`src/verilog/pipe_pkg.sv`:
```
/*
 * pipe_pkg
 * shared types for the five-stage integer pipeline and its retire tracer
 */
package pipe_pkg;

    localparam int N_REGS    = 8;
    localparam int MEM_WORDS = 16;

    //////////////////////////////
    // basic widths
    //////////////////////////////
    typedef logic [15:0]                  word_t;
    typedef logic [15:0]                  instr_t;
    typedef logic [$clog2(N_REGS)-1:0]    reg_addr_t;
    typedef logic [$clog2(MEM_WORDS)-1:0] mem_addr_t;
    typedef logic [7:0]                   seq_t;
    typedef logic [15:0]                  cycle_t;
    typedef logic [3:0]                   stall_cnt_t;

    // stall counter stops here
    localparam stall_cnt_t STALL_MAX = '1;

    // instr[15:12], unlisted codes run as nop
    typedef enum logic [3:0] {
        OP_NOP  = 4'd0,
        OP_ADD  = 4'd1,
        OP_SUB  = 4'd2,
        OP_ADDI = 4'd3,
        OP_LD   = 4'd4,
        OP_ST   = 4'd5
    } opcode_e;

    // per-instruction tracking, rides along every stage
    typedef struct packed {
        seq_t       seq;
        cycle_t     fetch_cycle;
        stall_cnt_t stall_cnt;
    } id_info_t;

    //////////////////////////////
    // stage registers
    //////////////////////////////
    typedef struct packed {
        logic     valid;
        instr_t   instr;
        id_info_t id;
    } fd_t;

    typedef struct packed {
        logic      valid;
        instr_t    instr;
        opcode_e   op;
        reg_addr_t rd;
        reg_addr_t rs;
        reg_addr_t rt;
        word_t     a;
        word_t     b;
        word_t     st_data;
        id_info_t  id;
    } dx_t;

    typedef struct packed {
        logic      valid;
        instr_t    instr;
        opcode_e   op;
        reg_addr_t rd;
        word_t     result;
        word_t     st_data;
        id_info_t  id;
    } xm_t;

    typedef struct packed {
        logic      valid;
        instr_t    instr;
        reg_addr_t rd;
        logic      we;
        word_t     result;
        id_info_t  id;
    } mw_t;

    // register write port, also the write-back forward source
    typedef struct packed {
        logic      we;
        reg_addr_t rd;
        word_t     data;
    } wb_t;

    // one record per retired instruction
    typedef struct packed {
        seq_t       seq;
        instr_t     instr;
        word_t      result;
        cycle_t     fetch_cycle;
        cycle_t     retire_cycle;
        stall_cnt_t stall_cnt;
    } trace_t;

    // ops that end with a register write
    function automatic logic writes_reg(input opcode_e op);
        return (op == OP_ADD) || (op == OP_SUB) || (op == OP_ADDI) || (op == OP_LD);
    endfunction

    // one more held cycle, saturating
    function automatic id_info_t bump_stall(input id_info_t id);
        id_info_t r;
        r = id;
        if (r.stall_cnt != STALL_MAX) begin
            r.stall_cnt = r.stall_cnt + 1'b1;
        end
        return r;
    endfunction

endpackage

```
`src/verilog/decode_stage.sv`:
```
/*
 * decode stage
 * register file with write-first read, field and immediate decode,
 * load-use detection with a one-cycle bubble
 */
`timescale 1ns/10ps

module decode_stage (
    input  logic            clk,
    input  logic            rst,
    input  pipe_pkg::fd_t   fd,
    input  logic            hold,
    input  pipe_pkg::wb_t   wb,
    output pipe_pkg::dx_t   dx,
    output logic            stall
);

    pipe_pkg::word_t     regs [pipe_pkg::N_REGS];
    pipe_pkg::opcode_e   op_raw;
    pipe_pkg::opcode_e   op;
    pipe_pkg::reg_addr_t rd;
    pipe_pkg::reg_addr_t rs;
    pipe_pkg::reg_addr_t rt;
    pipe_pkg::word_t     imm;
    logic                uses_rs;
    logic                uses_rt;
    logic                uses_rd;

    // r0 is hardwired, a same-cycle write wins over the array
    function automatic pipe_pkg::word_t read_reg(input pipe_pkg::reg_addr_t addr);
        if (addr == '0) begin
            return '0;
        end
        if (wb.we && wb.rd == addr) begin
            return wb.data;
        end
        return regs[addr];
    endfunction

    //////////////////////////////
    // field decode
    //////////////////////////////
    always_comb begin
        op_raw = pipe_pkg::opcode_e'(fd.instr[15:12]);
        case (op_raw)
            pipe_pkg::OP_ADD, pipe_pkg::OP_SUB, pipe_pkg::OP_ADDI,
            pipe_pkg::OP_LD, pipe_pkg::OP_ST: begin
                op = op_raw;
            end
            default: begin
                op = pipe_pkg::OP_NOP;
            end
        endcase
        rd  = fd.instr[11:9];
        rs  = fd.instr[8:6];
        // rt sits in the top half of the imm6 field
        rt  = fd.instr[5:3];
        imm = {{10{fd.instr[5]}}, fd.instr[5:0]};
        // which registers this instruction actually reads
        uses_rs = (op != pipe_pkg::OP_NOP);
        uses_rt = (op == pipe_pkg::OP_ADD) || (op == pipe_pkg::OP_SUB);
        uses_rd = (op == pipe_pkg::OP_ST);
    end

    // load still in execute and fd needs its value
    assign stall = dx.valid && (dx.op == pipe_pkg::OP_LD) && (dx.rd != '0) && fd.valid
                   && ((uses_rs && rs == dx.rd) || (uses_rt && rt == dx.rd)
                       || (uses_rd && rd == dx.rd));

    //////////////////////////////
    // register file
    //////////////////////////////
    always_ff @(posedge clk) begin
        if (rst) begin
            for (int i = 0; i < pipe_pkg::N_REGS; i++) begin
                regs[i] <= '0;
            end
        end else if (wb.we && wb.rd != '0) begin
            regs[wb.rd] <= wb.data;
        end
    end

    //////////////////////////////
    // decode register
    //////////////////////////////
    always_ff @(posedge clk) begin
        if (rst) begin
            dx.valid <= 1'b0;
        end else if (hold) begin
            if (dx.valid) begin
                dx.id <= pipe_pkg::bump_stall(dx.id);
            end
        end else if (stall) begin
            // bubble into execute, fd stays put
            dx.valid <= 1'b0;
        end else begin
            dx.valid   <= fd.valid;
            dx.instr   <= fd.instr;
            dx.op      <= op;
            dx.rd      <= rd;
            dx.rs      <= rs;
            dx.rt      <= rt;
            dx.a       <= read_reg(rs);
            // second operand is rt for add/sub, immediate otherwise
            dx.b       <= uses_rt ? read_reg(rt) : imm;
            dx.st_data <= read_reg(rd);
            dx.id      <= fd.id;
        end
    end

endmodule

```
`src/verilog/execute_stage.sv`:
```
/*
 * execute stage
 * alu and address generation with operand forwarding from memory
 * and write-back
 */
`timescale 1ns/10ps

module execute_stage (
    input  logic          clk,
    input  logic          rst,
    input  pipe_pkg::dx_t dx,
    input  logic          hold,
    input  pipe_pkg::wb_t wb,
    output pipe_pkg::xm_t xm
);

    pipe_pkg::word_t a_fwd;
    pipe_pkg::word_t b_fwd;
    pipe_pkg::word_t sd_fwd;
    pipe_pkg::word_t result;

    // younger producer in xm first, a load there has no data yet
    function automatic pipe_pkg::word_t fwd(input pipe_pkg::reg_addr_t src,
                                            input pipe_pkg::word_t     val);
        if (src == '0) begin
            return val;
        end
        if (xm.valid && xm.op != pipe_pkg::OP_LD && pipe_pkg::writes_reg(xm.op)
            && xm.rd == src) begin
            return xm.result;
        end
        if (wb.we && wb.rd == src) begin
            return wb.data;
        end
        return val;
    endfunction

    //////////////////////////////
    // operands and alu
    //////////////////////////////
    always_comb begin
        a_fwd = fwd(dx.rs, dx.a);
        // b is the immediate except for add/sub
        b_fwd = dx.b;
        if (dx.op == pipe_pkg::OP_ADD || dx.op == pipe_pkg::OP_SUB) begin
            b_fwd = fwd(dx.rt, dx.b);
        end
        // store data comes from rd
        sd_fwd = fwd(dx.rd, dx.st_data);
        case (dx.op)
            pipe_pkg::OP_ADD, pipe_pkg::OP_ADDI, pipe_pkg::OP_LD, pipe_pkg::OP_ST: begin
                result = a_fwd + b_fwd;
            end
            pipe_pkg::OP_SUB: begin
                result = a_fwd - b_fwd;
            end
            default: begin
                result = '0;
            end
        endcase
    end

    always_ff @(posedge clk) begin
        if (rst) begin
            xm.valid <= 1'b0;
        end else if (hold) begin
            if (xm.valid) begin
                xm.id <= pipe_pkg::bump_stall(xm.id);
            end
        end else begin
            xm.valid   <= dx.valid;
            xm.instr   <= dx.instr;
            xm.op      <= dx.op;
            xm.rd      <= dx.rd;
            xm.result  <= result;
            xm.st_data <= sd_fwd;
            xm.id      <= dx.id;
        end
    end

endmodule

```
`src/verilog/fetch_stage.sv`:
```
/*
 * fetch stage
 * takes instructions off the input stream, tags them with a sequence number
 * and fetch cycle, and runs the free cycle counter
 */
`timescale 1ns/10ps

module fetch_stage (
    input  logic             clk,
    input  logic             rst,
    input  logic             in_valid,
    input  pipe_pkg::instr_t in_instr,
    output logic             in_ready,
    input  logic             stall,
    input  logic             hold,
    output pipe_pkg::fd_t    fd,
    output pipe_pkg::cycle_t now
);

    // next sequence number to hand out
    pipe_pkg::seq_t seq;

    // accept only when decode will take the current word
    assign in_ready = !hold && !stall;

    //////////////////////////////
    // cycle counter
    //////////////////////////////
    // keeps running through stalls and back-pressure
    always_ff @(posedge clk) begin
        if (rst) begin
            now <= '0;
        end else begin
            now <= now + 1'b1;
        end
    end

    //////////////////////////////
    // fetch register
    //////////////////////////////
    always_ff @(posedge clk) begin
        if (rst) begin
            fd.valid <= 1'b0;
            seq      <= '0;
        end else if (in_ready) begin
            fd.valid <= in_valid;
            if (in_valid) begin
                fd.instr          <= in_instr;
                fd.id.seq         <= seq;
                // stamp with the counter value seen at the accepting edge
                fd.id.fetch_cycle <= now;
                fd.id.stall_cnt   <= '0;
                seq               <= seq + 1'b1;
            end
        end else if (fd.valid) begin
            // held by load-use or trace back-pressure
            fd.id <= pipe_pkg::bump_stall(fd.id);
        end
    end

endmodule

```
`src/verilog/memory_stage.sv`:
```
/*
 * memory stage
 * 16-word data memory, stores write at the edge, loads read into the result
 */
`timescale 1ns/10ps

module memory_stage (
    input  logic          clk,
    input  logic          rst,
    input  pipe_pkg::xm_t xm,
    input  logic          hold,
    output pipe_pkg::mw_t mw
);

    pipe_pkg::word_t     mem [pipe_pkg::MEM_WORDS];
    pipe_pkg::mem_addr_t addr;

    // low address bits only, upper bits ignored
    assign addr = xm.result[$bits(pipe_pkg::mem_addr_t)-1:0];

    //////////////////////////////
    // data memory
    //////////////////////////////
    always_ff @(posedge clk) begin
        if (rst) begin
            for (int i = 0; i < pipe_pkg::MEM_WORDS; i++) begin
                mem[i] <= '0;
            end
        end else if (!hold && xm.valid && xm.op == pipe_pkg::OP_ST) begin
            mem[addr] <= xm.st_data;
        end
    end

    always_ff @(posedge clk) begin
        if (rst) begin
            mw.valid <= 1'b0;
        end else if (hold) begin
            if (mw.valid) begin
                mw.id <= pipe_pkg::bump_stall(mw.id);
            end
        end else begin
            mw.valid <= xm.valid;
            mw.instr <= xm.instr;
            mw.rd    <= xm.rd;
            // st is traced but never written back
            mw.we    <= pipe_pkg::writes_reg(xm.op);
            mw.id    <= xm.id;
            case (xm.op)
                pipe_pkg::OP_LD: mw.result <= mem[addr];
                // record shows the stored word
                pipe_pkg::OP_ST: mw.result <= xm.st_data;
                default:         mw.result <= xm.result;
            endcase
        end
    end

endmodule

```
`src/verilog/pipe_core.sv`:
```
/*
 * pipe_core
 * five-stage integer pipeline with retire tracer, instruction stream in,
 * trace record stream out
 */
`timescale 1ns/10ps

module pipe_core (
    input  logic             clk,
    input  logic             rst,
    input  logic             in_valid,
    input  pipe_pkg::instr_t in_instr,
    output logic             in_ready,
    output logic             trace_valid,
    output pipe_pkg::trace_t trace,
    input  logic             trace_ready
);

    pipe_pkg::fd_t    fd;
    pipe_pkg::dx_t    dx;
    pipe_pkg::xm_t    xm;
    pipe_pkg::mw_t    mw;
    pipe_pkg::wb_t    wb;
    pipe_pkg::cycle_t now;
    // global freeze from trace back-pressure
    logic             hold;
    // load-use from decode
    logic             stall;

    fetch_stage i_fetch (
        .clk      (clk),
        .rst      (rst),
        .in_valid (in_valid),
        .in_instr (in_instr),
        .in_ready (in_ready),
        .stall    (stall),
        .hold     (hold),
        .fd       (fd),
        .now      (now)
    );

    decode_stage i_decode (
        .clk   (clk),
        .rst   (rst),
        .fd    (fd),
        .hold  (hold),
        .wb    (wb),
        .dx    (dx),
        .stall (stall)
    );

    // wb doubles as the second forward source
    execute_stage i_execute (
        .clk  (clk),
        .rst  (rst),
        .dx   (dx),
        .hold (hold),
        .wb   (wb),
        .xm   (xm)
    );

    memory_stage i_memory (
        .clk  (clk),
        .rst  (rst),
        .xm   (xm),
        .hold (hold),
        .mw   (mw)
    );

    retire_trace i_retire (
        .clk         (clk),
        .rst         (rst),
        .mw          (mw),
        .now         (now),
        .trace_ready (trace_ready),
        .wb          (wb),
        .hold        (hold),
        .trace_valid (trace_valid),
        .trace       (trace)
    );

endmodule

```
`src/verilog/retire_trace.sv`:
```
/*
 * retire tracer
 * write-back to the register file plus one packed trace record per
 * retired instruction, with back-pressure freezing the pipeline
 */
`timescale 1ns/10ps

module retire_trace (
    input  logic             clk,
    input  logic             rst,
    input  pipe_pkg::mw_t    mw,
    input  pipe_pkg::cycle_t now,
    input  logic             trace_ready,
    output pipe_pkg::wb_t    wb,
    output logic             hold,
    output logic             trace_valid,
    output pipe_pkg::trace_t trace
);

    // record waiting and not taken, nothing may move
    assign hold = trace_valid && !trace_ready;

    //////////////////////////////
    // write-back port
    //////////////////////////////
    // write lands on the same edge the record is captured
    always_comb begin
        wb.we   = mw.valid && mw.we && !hold;
        wb.rd   = mw.rd;
        wb.data = mw.result;
    end

    //////////////////////////////
    // trace record
    //////////////////////////////
    always_ff @(posedge clk) begin
        if (rst) begin
            trace_valid <= 1'b0;
        end else if (!hold) begin
            // free or just taken, load whatever retires now
            trace_valid <= mw.valid;
        end
    end

    // payload follows the valid bit, frozen while held
    always_ff @(posedge clk) begin
        if (!hold && mw.valid) begin
            trace.seq          <= mw.id.seq;
            trace.instr        <= mw.instr;
            trace.result       <= mw.result;
            trace.fetch_cycle  <= mw.id.fetch_cycle;
            // counter value at the retiring edge
            trace.retire_cycle <= now;
            trace.stall_cnt    <= mw.id.stall_cnt;
        end
    end

endmodule
```
`config.mk`:
```
export PLATFORM = sky130hd
export DESIGN_NAME = pipe_core
export DESIGN_NICKNAME = d
export VERILOG_FILES = /design/src/verilog/pipe_pkg.sv /design/src/verilog/decode_stage.sv /design/src/verilog/execute_stage.sv /design/src/verilog/fetch_stage.sv /design/src/verilog/memory_stage.sv /design/src/verilog/pipe_core.sv /design/src/verilog/retire_trace.sv
export SDC_FILE = /design/constraint.sdc
export NUM_CORES = 1
export LEC_CHECK = 0
export BUFFER_PORTS_ARGS = -buffer_cell sky130_fd_sc_hd__buf_2
export CAP_MARGIN = 30
export CORE_ASPECT_RATIO = 0.5
export CORE_MARGIN = 2
export CORE_UTILIZATION = 45
export CTS_CLUSTER_SIZE = 25
export DETAILED_ROUTE_END_ITERATION = 6
export GPL_TIMING_DRIVEN = 0
export PLACE_DENSITY_LB_ADDON = 0.15
export SYNTH_ARGS = -nofsm -noshare
export SYNTH_HDL_FRONTEND = slang
export SYNTH_SLANG_ARGS = --single-unit
```
`constraint.sdc`:
```
create_clock -name clk -period 10.25 [get_ports clk]
set_input_delay 1.025 -clock clk [delete_from_list [all_inputs] [get_ports clk]]
set_output_delay 1.025 -clock clk [all_outputs]
set_load 0.05 [all_outputs]
```
==> results of run 1 <==
-- kinds of logic after synthesis --
| family | Yosys count |
|---|---|
| flip-flops | 783 |
| other | 1 |
| AND/OR/NAND/NOR | 849 |
| XOR/XNOR | 88 |
| adder cells (fa/ha/maj) | 25 |
| AO/OA/AOI/OAI | 244 |
| multiplexers | 254 |
| buffers and inverters | 188 |
-- per-layer routing --
layer	up-vias	GRT usage
met2	504	0.3624
met4	0	0.05070
li1	9513	-
met1	10576	0.3097
met5	-	0
met3	93	0.03741
-- synth_stat cells (all sizes together), types with 4 or more instances --
| library cell | count |
|---|---|
| o22a | 4 |
| a211oi | 35 |
| nand3 | 25 |
| nor4 | 8 |
| ha | 24 |
| edfxtp | 741 |
| nand2 | 93 |
| nor2b | 7 |
| nand2b | 9 |
| nor3 | 33 |
| nor2 | 146 |
| clkbuf | 141 |
| xnor2 | 43 |
| and3 | 5 |
| a21oi | 58 |
| buf | 31 |
| inv | 16 |
| and2 | 460 |
| mux2i | 67 |
| mux2 | 11 |
| mux4 | 176 |
| a22oi | 18 |
| or2 | 26 |
| o211ai | 4 |
| nand4 | 12 |
| o21ai | 79 |
| o22ai | 18 |
| xor2 | 45 |
| or3 | 11 |
| dfxtp | 42 |
-- final cells by class --
type | instances | share of cell area
Buffer | 172 | 0.01646
Clock buffer | 89 | 0.04739
Clock inverter | 44 | 0.01101
Inverter | 16 | 0.001485
Multi-Input combinational cell | 1477 | 0.3009
Sequential cell | 783 | 0.5709
Tap cell | 1050 | 0.03248
Timing Repair Buffer | 119 | 0.01933
-- path summary, 6_finish.rpt --
| check | cells after the start | startpoint | slack (ns) | to |
|---|---|---|---|---|
| hold reg to reg | 0 | i_memory.mw[54] | 0.42 | i_retire.trace[58] |
| hold / removal | 0 | i_memory.mw[54] | 0.42 | i_retire.trace[58] |
| setup reg to reg | 20 | i_memory.mw[45] | 4.26 | i_execute.xm[59] |
| setup / recovery | 20 | i_memory.mw[45] | 4.26 | i_execute.xm[59] |
-- power breakdown --
part | switching [W] | leakage (nW) | total [W] | internal [W]
clock | 0.00126 | 1.15 | 0.00274 | 0.00149
sequential | 0.000107 | 7.77 | 0.00376 | 0.00366
combinational | 0.000428 | 5.39 | 0.000727 | 0.000299
-- registers in the layout, indices dropped and copies added (netlist names), named ones only --
signal / cells
i_decode.dx: 97
i_decode.regs: 128
i_execute.xm: 81
i_fetch.fd: 45
i_fetch.now: 16
i_fetch.seq: 8
i_memory.mem: 256
i_memory.mw: 62
i_retire.trace: 76
i_retire.trace_valid: 1
-- through the flow --
stage / util / total power, W / cells / setup slack, ns / setup TNS, ns
floorplan: - / 0.004280 / 2448 / 0.6397 / 0
CTS: 0.5106 / 0.007292 / 3749 / 4.292 / 0
global route: 0.5108 / 0.007475 / 3750 / 3.910 / 0
finish: 0.5108 / 0.007234 / 3750 / 4.263 / 0
detailed placement: 0.4807 / 0.004561 / 3616 / 3.673 / 0
global placement: 0.4768 / 0.004553 / 3594 / -4.595 / -1471.63
==> results by group, run 1 <==
Status
  • Result of the run: finished clean

Final layout
  • Post-route standard cell area excluding fillers: just over 40,000 um^2
  • Area of the multi-input gates: 12,170 um^2
  • Most common library cell in the layout ignoring fill and taps: sky130_fd_sc_hd__edfxtp_1
  • Ratio of cells with drive above 1 in the final layout: 0.1689
  • Antenna diodes: 0
  • Leading cell types in the layout, fill and taps excluded: sky130_fd_sc_hd__edfxtp_1 (741), sky130_fd_sc_hd__and2_1 (459), sky130_fd_sc_hd__mux4_2 (176)
  • Area Overhead vs Synth: 12.64%
  • Nets@finish: 2,686
  • Filler cell count: 6,616
  • Combined flip-flop and latch cell area: 23,090 um^2

Detailed routing
  • Count of vias placed by the detailed router: 20,686
  • Drt first-iter violations: between 1,500 and 2,000
  • Number of antenna-violating nets in the routed design: 0
  • Router iterations before antenna repair: 5
  • WL/cell: around 24 um
  • Total met3 wirelength after detailed routing: 4859 um
  • Wire length on met2: 43,200 um
  • Top routing layer in use: met4
  • Total length of routed wires: approximately 89,000 um
  • Remaining DRCs: 0
  • Metal-1 WL: 39,600 um
  • Via density per instance: 5.516

GRT
  • Wire length of the first global-routing pass: 133,000 um
  • Maximum number of pins on one net before global-route repair: 48
  • Antenna violations before repair: 0
  • Number of global-route vias before repair: 20,557
  • Remaining global-route overflow: 0
  • GRT Util Overall: 0.2206

Pwr
  • Power density over the cells: approximately 180 nW/um^2
  • Static leakage: 14.31 nW
  • Worst-case vdd ir drop: 0.0001123 V

Synthesis
  • Number of enable-type register cells in the synthesized netlist: 741
  • Number of cells produced by synthesis: 2,432
  • Top post-synthesis cells by area: sky130_fd_sc_hd__edfxtp_1 (62%), sky130_fd_sc_hd__mux4_2 (11%), sky130_fd_sc_hd__and2_1 (8.0%)
  • Xor and xnor area share after synthesis: 0.02146
  • Total of warnings raised by yosys: 0
  • Post-Synthesis Cell Area: 35,910 um^2
  • Synth Area in Adders: 0.008920
  • Fraction of the yosys area taken by sequential cells: 0.6431
  • Area fraction in compound gates after synthesis: 0.04227
  • Largest family of logic cells by synthesized area: multiplexers
  • Fraction of post-synthesis cell area in the top cell type by area: 0.6197
  • Synth area leader: sky130_fd_sc_hd__edfxtp_1
  • Multiplexer fraction of the synthesized cell area: 0.1325
  • Post-synthesis async set-or-reset flop share: 0
  • Count of different cell masters after synthesis: 62
  • Post-synthesis sequential element count: 783
  • Synth Area in Simple Gates: 0.1314
  • Avg Inst Size Synth: 14.76 um^2
  • Top FF cell, synth: sky130_fd_sc_hd__edfxtp_1

Clock network
  • Clock-pin transition on the worst setup and hold timing paths: approximately 0.06 ns
  • Post CTS Setup Buffer Count: 0
  • Clock tree from TritonCTS: built
  • Total number of H-tree levels: 3
  • Cell at the root of the clock tree: sky130_fd_sc_hd__clkbuf_16
  • Number of buffers inserted for hold repair after clock tree synthesis: 0
  • Total clock buffers created by CTS: ~70
  • Maximum root-to-sink buffer count: 3
  • PostCTS Resize Cnt: 0
  • Clock tree sinks: 783
  • Clock insertion delay at the later pin of the skew report: 0.67 ns

Timing
  • Post-route minimum period: 5.987 ns
  • Normalized max-slew margin: 0.3047
  • Slew at the pin closest to its max-slew limit: 1.035 ns
  • Achievable frequency: 0.1670 GHz
  • Post-Route Skew: 0.02611 ns
  • Total count of max-transition violations in the final report: 0
  • Post-Route Hold Slack: about 0.42 ns
  • Setup Viol. Count Final: 0
  • Final-report hold violation count: 0
  • Final Cycle Share: 0.5841
  • Setup repair after global routing missed its margin: no

Setup path
  • Type of element launching the critical path: register
  • Chain of cells forming the critical path: buf_6 > xor2_1 > nor3_1 > nand3_2 > and2_1 > buf_6 > a221oi_1 > and2b_1 > nand3_1 > nor2_1 > a21oi_1 > xor2_1 > ha_1 > or3_1 > or3_1 > nor3_1 > o31ai_1 > nor2b_1 > mux2i_1 > o211ai_1
  • Crit path arrival time: about 6.4 ns
  • Family with the most delay on the worst path: simple AND/OR/NAND/NOR gates
  • Worst Path Required: 10.64 ns
  • CP max stage delay: 0.75 ns
  • Critical path class: reg2reg
  • Setup crit end kind: register
  • Buffers & Inverters on Critical Path: 2
  • Critical-path maximum fanout: 10
  • Cell with the largest stage delay on the worst path: sky130_fd_sc_hd__nor3_1

Die
  • Initial core utilization: 0.4534
  • Row Count: 73
  • Horiz. Die Dim: around 400 um
  • Die area: 82,210 um^2
  • Count of pins on the block boundary: 98
  • Die height: 203.7 um
  • Placeable core area: around 79,000 um^2

Placed design
  • IO buf count: 96
  • Placer congestion estimate: 0.9049
  • Placed cell areas: 38,070 um^2
  • HPWL after detailed placement: 63,840 um

Min path
  • Class of the tightest hold or removal check: reg2reg

Job
  • Number of max-capacitance violations reported: 0
Note: power is estimated with default switching activity, not from simulation.
==> run 2: changes to the inputs <==
==> constraint.sdc (replaced) <==
create_clock -name clk -period 6.1 [get_ports clk]
set_input_delay 0.61 -clock clk [delete_from_list [all_inputs] [get_ports clk]]
set_output_delay 0.61 -clock clk [all_outputs]
set_load 0.05 [all_outputs]
==> run 2 against run 1 <==
Utilization up 0.34 points. Clock power up 81%. Combinational power up 69%. Critical endpoint unchanged. Critical path depth down 1. Final area up 0.66%. Sequential cell count unchanged. Worst hold slack worse by 0.29 ns. Critical path type unchanged.
==> results by group, run 2 (synthesis gave the netlist of run 1 again) <==
GRT
  • Remaining global-route overflow: 0 (unchanged)
  • Maximum number of pins on one net before global-route repair: 43 (-10%)
  • Number of global-route vias before repair: 20,731 (+0.85%)
  • Wire length of the first global-routing pass: 131,700 um (-0.99%)
  • Antenna violations before repair: 0 (unchanged)
  • GRT Util Overall: 0.2171 (-0.003553)

Clock network
  • Clock tree from TritonCTS: built
  • Total clock buffers created by CTS: 73 (+1.4%)
  • Clock insertion delay at the later pin of the skew report: 0.67 ns (about the same)
  • Maximum root-to-sink buffer count: 3 (unchanged)
  • Clock-pin transition on the worst setup and hold timing paths: 0.07 ns (about the same)
  • Clock tree sinks: 783 (unchanged)
  • Number of buffers inserted for hold repair after clock tree synthesis: 0 (unchanged)
  • Cell at the root of the clock tree: sky130_fd_sc_hd__clkbuf_16
  • Total number of H-tree levels: 3 (unchanged)

Timing
  • Post-route minimum period: 5.663 ns (-0.3241 ns)
  • Achievable frequency: 0.1766 GHz (+5.7%)
  • Post-Route Skew: 0.02965 ns (+0.003538 ns)
  • Setup Viol. Count Final: 0 (unchanged)
  • Slew at the pin closest to its max-slew limit: 0.9780 ns (-0.05700 ns)
  • Setup repair after global routing missed its margin: no
  • Normalized max-slew margin: 0.3430 (+0.03829)
  • Post-Route Hold Slack: 0.1237 ns (-0.2933 ns)
  • Final Cycle Share: 0.9283 (+0.3442)
  • Setup total negative slack: 0 ns (unchanged)
  • Final-report hold violation count: 0 (unchanged)
  • Total count of max-transition violations in the final report: 0 (unchanged)

Setup path
  • CP max stage delay: 0.55 ns (-0.20 ns)
  • Family with the most delay on the worst path: simple AND/OR/NAND/NOR gates
  • Crit path arrival time: 6.07 ns (-0.30 ns)
  • Chain of cells forming the critical path: or3b_4 > nor4_4 > and2_1 > buf_2 > nor2_1 > a221oi_1 > and2b_1 > nand3_1 > nor2_1 > a21oi_1 > xor2_1 > ha_1 > or3_1 > or3_1 > nor3_1 > o31ai_1 > nor2b_1 > mux2i_1 > o211ai_1
  • Setup crit end kind: register
  • Type of element launching the critical path: register
  • Buffers & Inverters on Critical Path: 1 (-1)
  • Critical path class: reg2reg
  • Worst Path Required: 6.51 ns (-4.13 ns)
  • Cell with the largest stage delay on the worst path: sky130_fd_sc_hd__dfxtp_1
  • Critical-path maximum fanout: 6 (-4)

Detailed routing
  • Number of antenna-violating nets in the routed design: 0 (unchanged)
  • Via density per instance: 5.478 (-0.69%)
  • Total length of routed wires: 87,690 um (-1.6%)
  • WL/cell: 23.41 um (-1.5%)
  • Router iterations before antenna repair: 5 (unchanged)
  • Remaining DRCs: 0 (unchanged)
  • Count of vias placed by the detailed router: 20,515 (-0.83%)
  • Drt first-iter violations: 1,894 (+15%)

Final layout
  • Leading cell types in the layout, fill and taps excluded: sky130_fd_sc_hd__edfxtp_1 (741), sky130_fd_sc_hd__and2_1 (459), sky130_fd_sc_hd__mux4_2 (176)
  • Nets@finish: 2,684 (-0.074%)
  • Most common library cell in the layout ignoring fill and taps: sky130_fd_sc_hd__edfxtp_1
  • Biggest registers after layout: i_memory.mem x256, i_decode.regs x128, i_decode.dx x97
  • Ratio of cells with drive above 1 in the final layout: 0.1711 (+0.002232)
  • Filler cell count: 6,572 (-0.67%)
  • Area Overhead vs Synth: 13.38%
  • End-of-flow core utilization: 0.5141 (+0.003365)
  • Top reg by flops: i_memory.mem
  • Max reg flops: 256 (unchanged)
  • Post-route standard cell area excluding fillers: 40,710 um^2 (+0.66%)

Job
  • Number of max-capacitance violations reported: 0 (unchanged)

Placed design
  • HPWL after detailed placement: 62,840 um (-1.6%)
  • IO buf count: 96 (unchanged)
  • Placed cell areas: 38,120 um^2 (+0.14%)
  • Placer congestion estimate: 0.9187 (+1.5%)

Pwr
  • Static leakage: 14.42 nW (+0.81%)
  • Power density over the cells: 306.9 nW/um^2 (+72%)
  • Worst-case vdd ir drop: 0.0002028 V (+81%)

Die
  • Count of pins on the block boundary: 98 (unchanged)
  • Placeable core area: 79,190 um^2 (unchanged)
  • Row Count: 73 (unchanged)
  • Die area: 82,210 um^2 (unchanged)
  • Die height: 203.7 um (unchanged)
  • Initial core utilization: 0.4534 (unchanged)
  • Horiz. Die Dim: 403.5 um (unchanged)

Min path
  • Class of the tightest hold or removal check: in2reg

Status
  • Result of the run: finished clean
run 2: cell count changes in the layout (fill, tap and decap cells not counted), sizes merged:
cell           previous run  this run
buf                     149       148
bufinv                    5        13
clkdlybuf4s18             1         0
clkinv                   29        19
clkinvlp                  4         3
diode                     0         1
inv                      22        21
run 2: routing by layer:
| layer | GRT usage | vias up | part of all wire |
|---|---|---|---|
| li1 | - | 9498 | - |
| met1 | 0.3037 | 10348 | 0.44 |
| met2 | 0.3555 | 567 | 0.48 |
| met3 | 0.03772 | 102 | 0.060 |
| met4 | 0.05284 | 0 | 0.018 |
| met5 | 0 | - | 0 |
run 2: per-stage QoR:
stage	setup WS (ns)	std cells	power [W]
finish	0.4372	3745	0.01250
global route	0.02030	3744	0.01290
CTS	0.3119	3742	0.01258
detailed placement	0.009982	3612	0.007657
global placement	-1.525	3594	0.007623
floorplan	0.8716	2448	0.007182
run 2: repair_timing:
action / CTS / global route
setup endpoints to repair: 0 / 1
buffers inserted: 0 / 0
gates resized for setup: 0 / 2
run 2: path summary, 6_finish.rpt:
kind | startpoint | end | slack, ns | cells past startpoint
setup reg to reg | i_execute.xm[83] | i_execute.xm[59] | 0.44 | 19
hold / removal | in_instr[14] | i_fetch.fd[42] | 0.12 | 1
setup / recovery | i_execute.xm[83] | i_execute.xm[59] | 0.44 | 19
hold reg to reg | i_memory.mw[19] | i_retire.trace[35] | 0.41 | 0
run 2: cell type report:
cell class | instances | area [um^2] | share of cell area
antenna | 1 | 2.502 | 0.00006146
clock buffer | 90 | 1931 | 0.04742
clock inverter | 40 | 610.6 | 0.01500
tap | 1050 | 1314 | 0.03227
buffer | 171 | 661.9 | 0.01626
timing repair buffer | 117 | 849.6 | 0.02087
multi-input combinational | 1477 | 12190 | 0.2995
sequential | 783 | 23090 | 0.5672
inverter | 16 | 60.06 | 0.001475
run 2: report_power, final:
group          total, W  internal (W)  switching [W]
Sequential      0.00632       0.00614       0.000176
Clock           0.00495       0.00284        0.00211
Combinational   0.00123      0.000509       0.000717
Total            0.0125       0.00949        0.00301
==> run 3: changes to the inputs <==
--- a/config.mk
+++ b/config.mk
@@ -13,6 +13,7 @@
 export CTS_CLUSTER_SIZE = 25
 export DETAILED_ROUTE_END_ITERATION = 6
 export GPL_TIMING_DRIVEN = 0
+export HOLD_SLACK_MARGIN = 0.15
 export PLACE_DENSITY_LB_ADDON = 0.15
 export SYNTH_ARGS = -nofsm -noshare
 export SYNTH_HDL_FRONTEND = slang
==> run 3 against run 2 <==
Worst hold slack better by 0.20 ns. Register-to-register slack better by 0.02 ns. Non-clock buffer count up 16. Clock skew down 0.0027 ns. Final area up 0.39%. Clock power about the same. Die area unchanged. First-iteration DRC count down 0.11%. Maximum frequency up 0.42%. Combinational power about the same. Clock-buffer cell count unchanged. Via count up 0.38%.
==> results by group, run 3 (synthesis gave the netlist of run 1 again) <==
Clock network
  • Post CTS Setup Buffer Count: 0 (unchanged)
  • Total number of H-tree levels: 3 (unchanged)
  • Maximum root-to-sink buffer count: 3 (unchanged)
  • Total clock buffers created by CTS: 73 (unchanged)
  • Cell at the root of the clock tree: sky130_fd_sc_hd__clkbuf_16
  • Clock tree from TritonCTS: built
  • Clock tree sinks: 783 (unchanged)
  • Clock-pin transition on the worst setup and hold timing paths: 0.07 ns (about the same)
  • Clock insertion delay at the later pin of the skew report: 0.67 ns (about the same)

Setup path
  • Critical-path maximum fanout: 6 (unchanged)
  • Buffers & Inverters on Critical Path: 1 (unchanged)
  • Setup crit end kind: register
  • Chain of cells forming the critical path: or3b_4 > nor4_4 > and2_1 > buf_2 > nor2_1 > a221oi_1 > and2b_1 > nand3_1 > nor2_1 > a21oi_1 > xor2_1 > ha_1 > or3_1 > or3_1 > nor3_1 > o31ai_1 > nor2b_1 > mux2i_1 > o211ai_1
  • Family with the most delay on the worst path: simple AND/OR/NAND/NOR gates
  • Type of element launching the critical path: register
  • Cell with the largest stage delay on the worst path: sky130_fd_sc_hd__dfxtp_1
  • Crit path arrival time: 6.05 ns (-0.02 ns)
  • CP max stage delay: 0.54 ns (about the same)
  • Critical path class: reg2reg
  • Worst Path Required: 6.51 ns (about the same)

Final layout
  • Antenna diodes: 0 (-1)
  • Filler cell count: 6,564 (-0.12%)
  • Area Overhead vs Synth: 13.82%
  • Max reg flops: 256 (unchanged)
  • Most common library cell in the layout ignoring fill and taps: sky130_fd_sc_hd__edfxtp_1
  • Top reg by flops: i_memory.mem
  • Final non-filler cell total: 3,760 (+0.40%)
  • Leading cell types in the layout, fill and taps excluded: sky130_fd_sc_hd__edfxtp_1 (741), sky130_fd_sc_hd__and2_1 (459), sky130_fd_sc_hd__mux4_2 (176)
  • Ratio of cells with drive above 1 in the final layout: 0.1701 (-0.001010)
  • Nets@finish: 2,700 (+0.60%)
  • Biggest registers after layout: i_memory.mem x256, i_decode.regs x128, i_decode.dx x97

Placed design
  • HPWL after detailed placement: 62,840 um (unchanged)
  • IO buf count: 96 (unchanged)
  • Placer congestion estimate: 0.9187 (unchanged)
  • Dpl cells: 3,612 (unchanged)

Timing
  • Post-Route Skew: 0.02692 ns (-0.002726 ns)
  • Post-Route Hold Slack: 0.3259 ns (+0.2022 ns)
  • Post-route minimum period: 5.639 ns (-0.02391 ns)
  • Setup total negative slack: 0 ns (unchanged)
  • Achievable frequency: 0.1773 GHz (+0.42%)
  • Total count of max-transition violations in the final report: 0 (unchanged)
  • Setup repair after global routing missed its margin: no
  • Normalized max-slew margin: 0.3477 (+0.004745)
  • Slew at the pin closest to its max-slew limit: 0.9709 ns (-0.007063 ns)
  • Setup Viol. Count Final: 0 (unchanged)
  • Final Cycle Share: 0.9244 (-0.003920)
  • Final-report hold violation count: 0 (unchanged)

Pwr
  • Static leakage: 14.49 nW (+0.46%)
  • Worst-case vdd ir drop: 0.0002038 V (+0.50%)
  • Power density over the cells: 305.9 nW/um^2 (-0.33%)

Detailed routing
  • Remaining DRCs: 0 (unchanged)
  • Number of antenna-violating nets in the routed design: 0 (unchanged)
  • Drt first-iter violations: 1,892 (-0.11%)
  • Total length of routed wires: 87,870 um (+0.21%)
  • WL/cell: 23.37 um (-0.19%)
  • Router iterations before antenna repair: 5 (unchanged)
  • Via density per instance: 5.477 (about the same)
  • Count of vias placed by the detailed router: 20,592 (+0.38%)

GRT
  • Remaining global-route overflow: 0 (unchanged)
  • Antenna violations before repair: 0 (unchanged)
  • GRT Util Overall: 0.2175 (+0.0004032)
  • Number of global-route vias before repair: 20,814 (+0.40%)
  • Wire length of the first global-routing pass: 132,000 um (+0.21%)
  • Maximum number of pins on one net before global-route repair: 43 (unchanged)

Job
  • Number of max-capacitance violations reported: 0 (unchanged)

Die
  • Row Count: 73 (unchanged)
  • Horiz. Die Dim: 403.5 um (unchanged)
  • Count of pins on the block boundary: 98 (unchanged)
  • Die height: 203.7 um (unchanged)
  • Initial core utilization: 0.4534 (unchanged)
  • Die area: 82,210 um^2 (unchanged)
  • Placeable core area: 79,190 um^2 (unchanged)

Status
  • Result of the run: finished clean

Min path
  • Class of the tightest hold or removal check: in2reg
run 3: cell count changes in the layout (fill, tap and decap cells not counted), sizes merged:
cell / before / now
dlygate4sd3: 0 / 16
diode: 1 / 0
run 3: path summary, 6_finish.rpt:
kind,slack (ns),cells after the start,from,to
setup / recovery,0.46,19,i_execute.xm[83],i_execute.xm[59]
hold / removal,0.33,3,in_valid,register
setup reg to reg,0.46,19,i_execute.xm[83],i_execute.xm[59]
hold reg to reg,0.41,0,i_memory.mw[19],i_retire.trace[35]
run 3: power by group:
part	internal [W]	switching, W
clock network	0.00284	0.00211
registers	0.00614	0.000176
logic	0.000515	0.000718
total	0.00950	0.00301
run 3: layout make-up:
class	instances	area, um^2	share of cell area
inverters	16	60.06	0.001469
multi-input cells	1477	12190	0.2983
clock inverters	40	610.6	0.01494
well taps	1050	1314	0.03214
plain buffers	171	661.9	0.01619
clock buffers	90	1931	0.04724
flip-flops and latches	783	23090	0.5650
repair buffers	133	1010	0.02471
run 3: per-stage QoR:
| stage | utilization | worst slack [ns] | power [W] | instance area (um^2) |
|---|---|---|---|---|
| floorplan | - | 0.8716 | 0.007182 | 35990 |
| global placement | 0.4771 | -1.525 | 0.007623 | 37780 |
| detailed placement | 0.4814 | 0.009982 | 0.007657 | 38120 |
| CTS | 0.5155 | 0.3119 | 0.01259 | 40820 |
| global route | 0.5161 | 0.02030 | 0.01291 | 40870 |
| finish | 0.5161 | 0.4611 | 0.01250 | 40870 |
run 3: worst reg2reg max path, cell delays in order (launching register included):
cell and delay (ns):
sky130_fd_sc_hd__dfxtp_1 0.54, sky130_fd_sc_hd__or3b_4 0.46, sky130_fd_sc_hd__nor4_4 0.43, sky130_fd_sc_hd__and2_1 0.18, sky130_fd_sc_hd__buf_2 0.17, sky130_fd_sc_hd__nor2_1 0.15
sky130_fd_sc_hd__a221oi_1 0.45, sky130_fd_sc_hd__and2b_1 0.29, sky130_fd_sc_hd__nand3_1 0.15, sky130_fd_sc_hd__nor2_1 0.28, sky130_fd_sc_hd__a21oi_1 0.12, sky130_fd_sc_hd__xor2_1 0.18
sky130_fd_sc_hd__ha_1 0.23, sky130_fd_sc_hd__or3_1 0.41, sky130_fd_sc_hd__or3_1 0.31, sky130_fd_sc_hd__nor3_1 0.34, sky130_fd_sc_hd__o31ai_1 0.27, sky130_fd_sc_hd__nor2b_1 0.19
sky130_fd_sc_hd__mux2i_1 0.13, sky130_fd_sc_hd__o211ai_1 0.10
run 3: what timing repair did:
item,CTS,global route
endpoints found under the setup margin,0,1
hold buffers,16,0
endpoints found under the hold margin,20,0
gates resized for setup,0,2
run 3: routing by layer:
metal,track usage,part of all wire,wire length (um),vias up
met5,0,0,0,-
met4,0.05284,0.019,1674,0
met3,0.03772,0.060,5268,112
met2,0.3566,0.48,42170,566
met1,0.3040,0.44,38760,10382
li1,-,-,-,9532
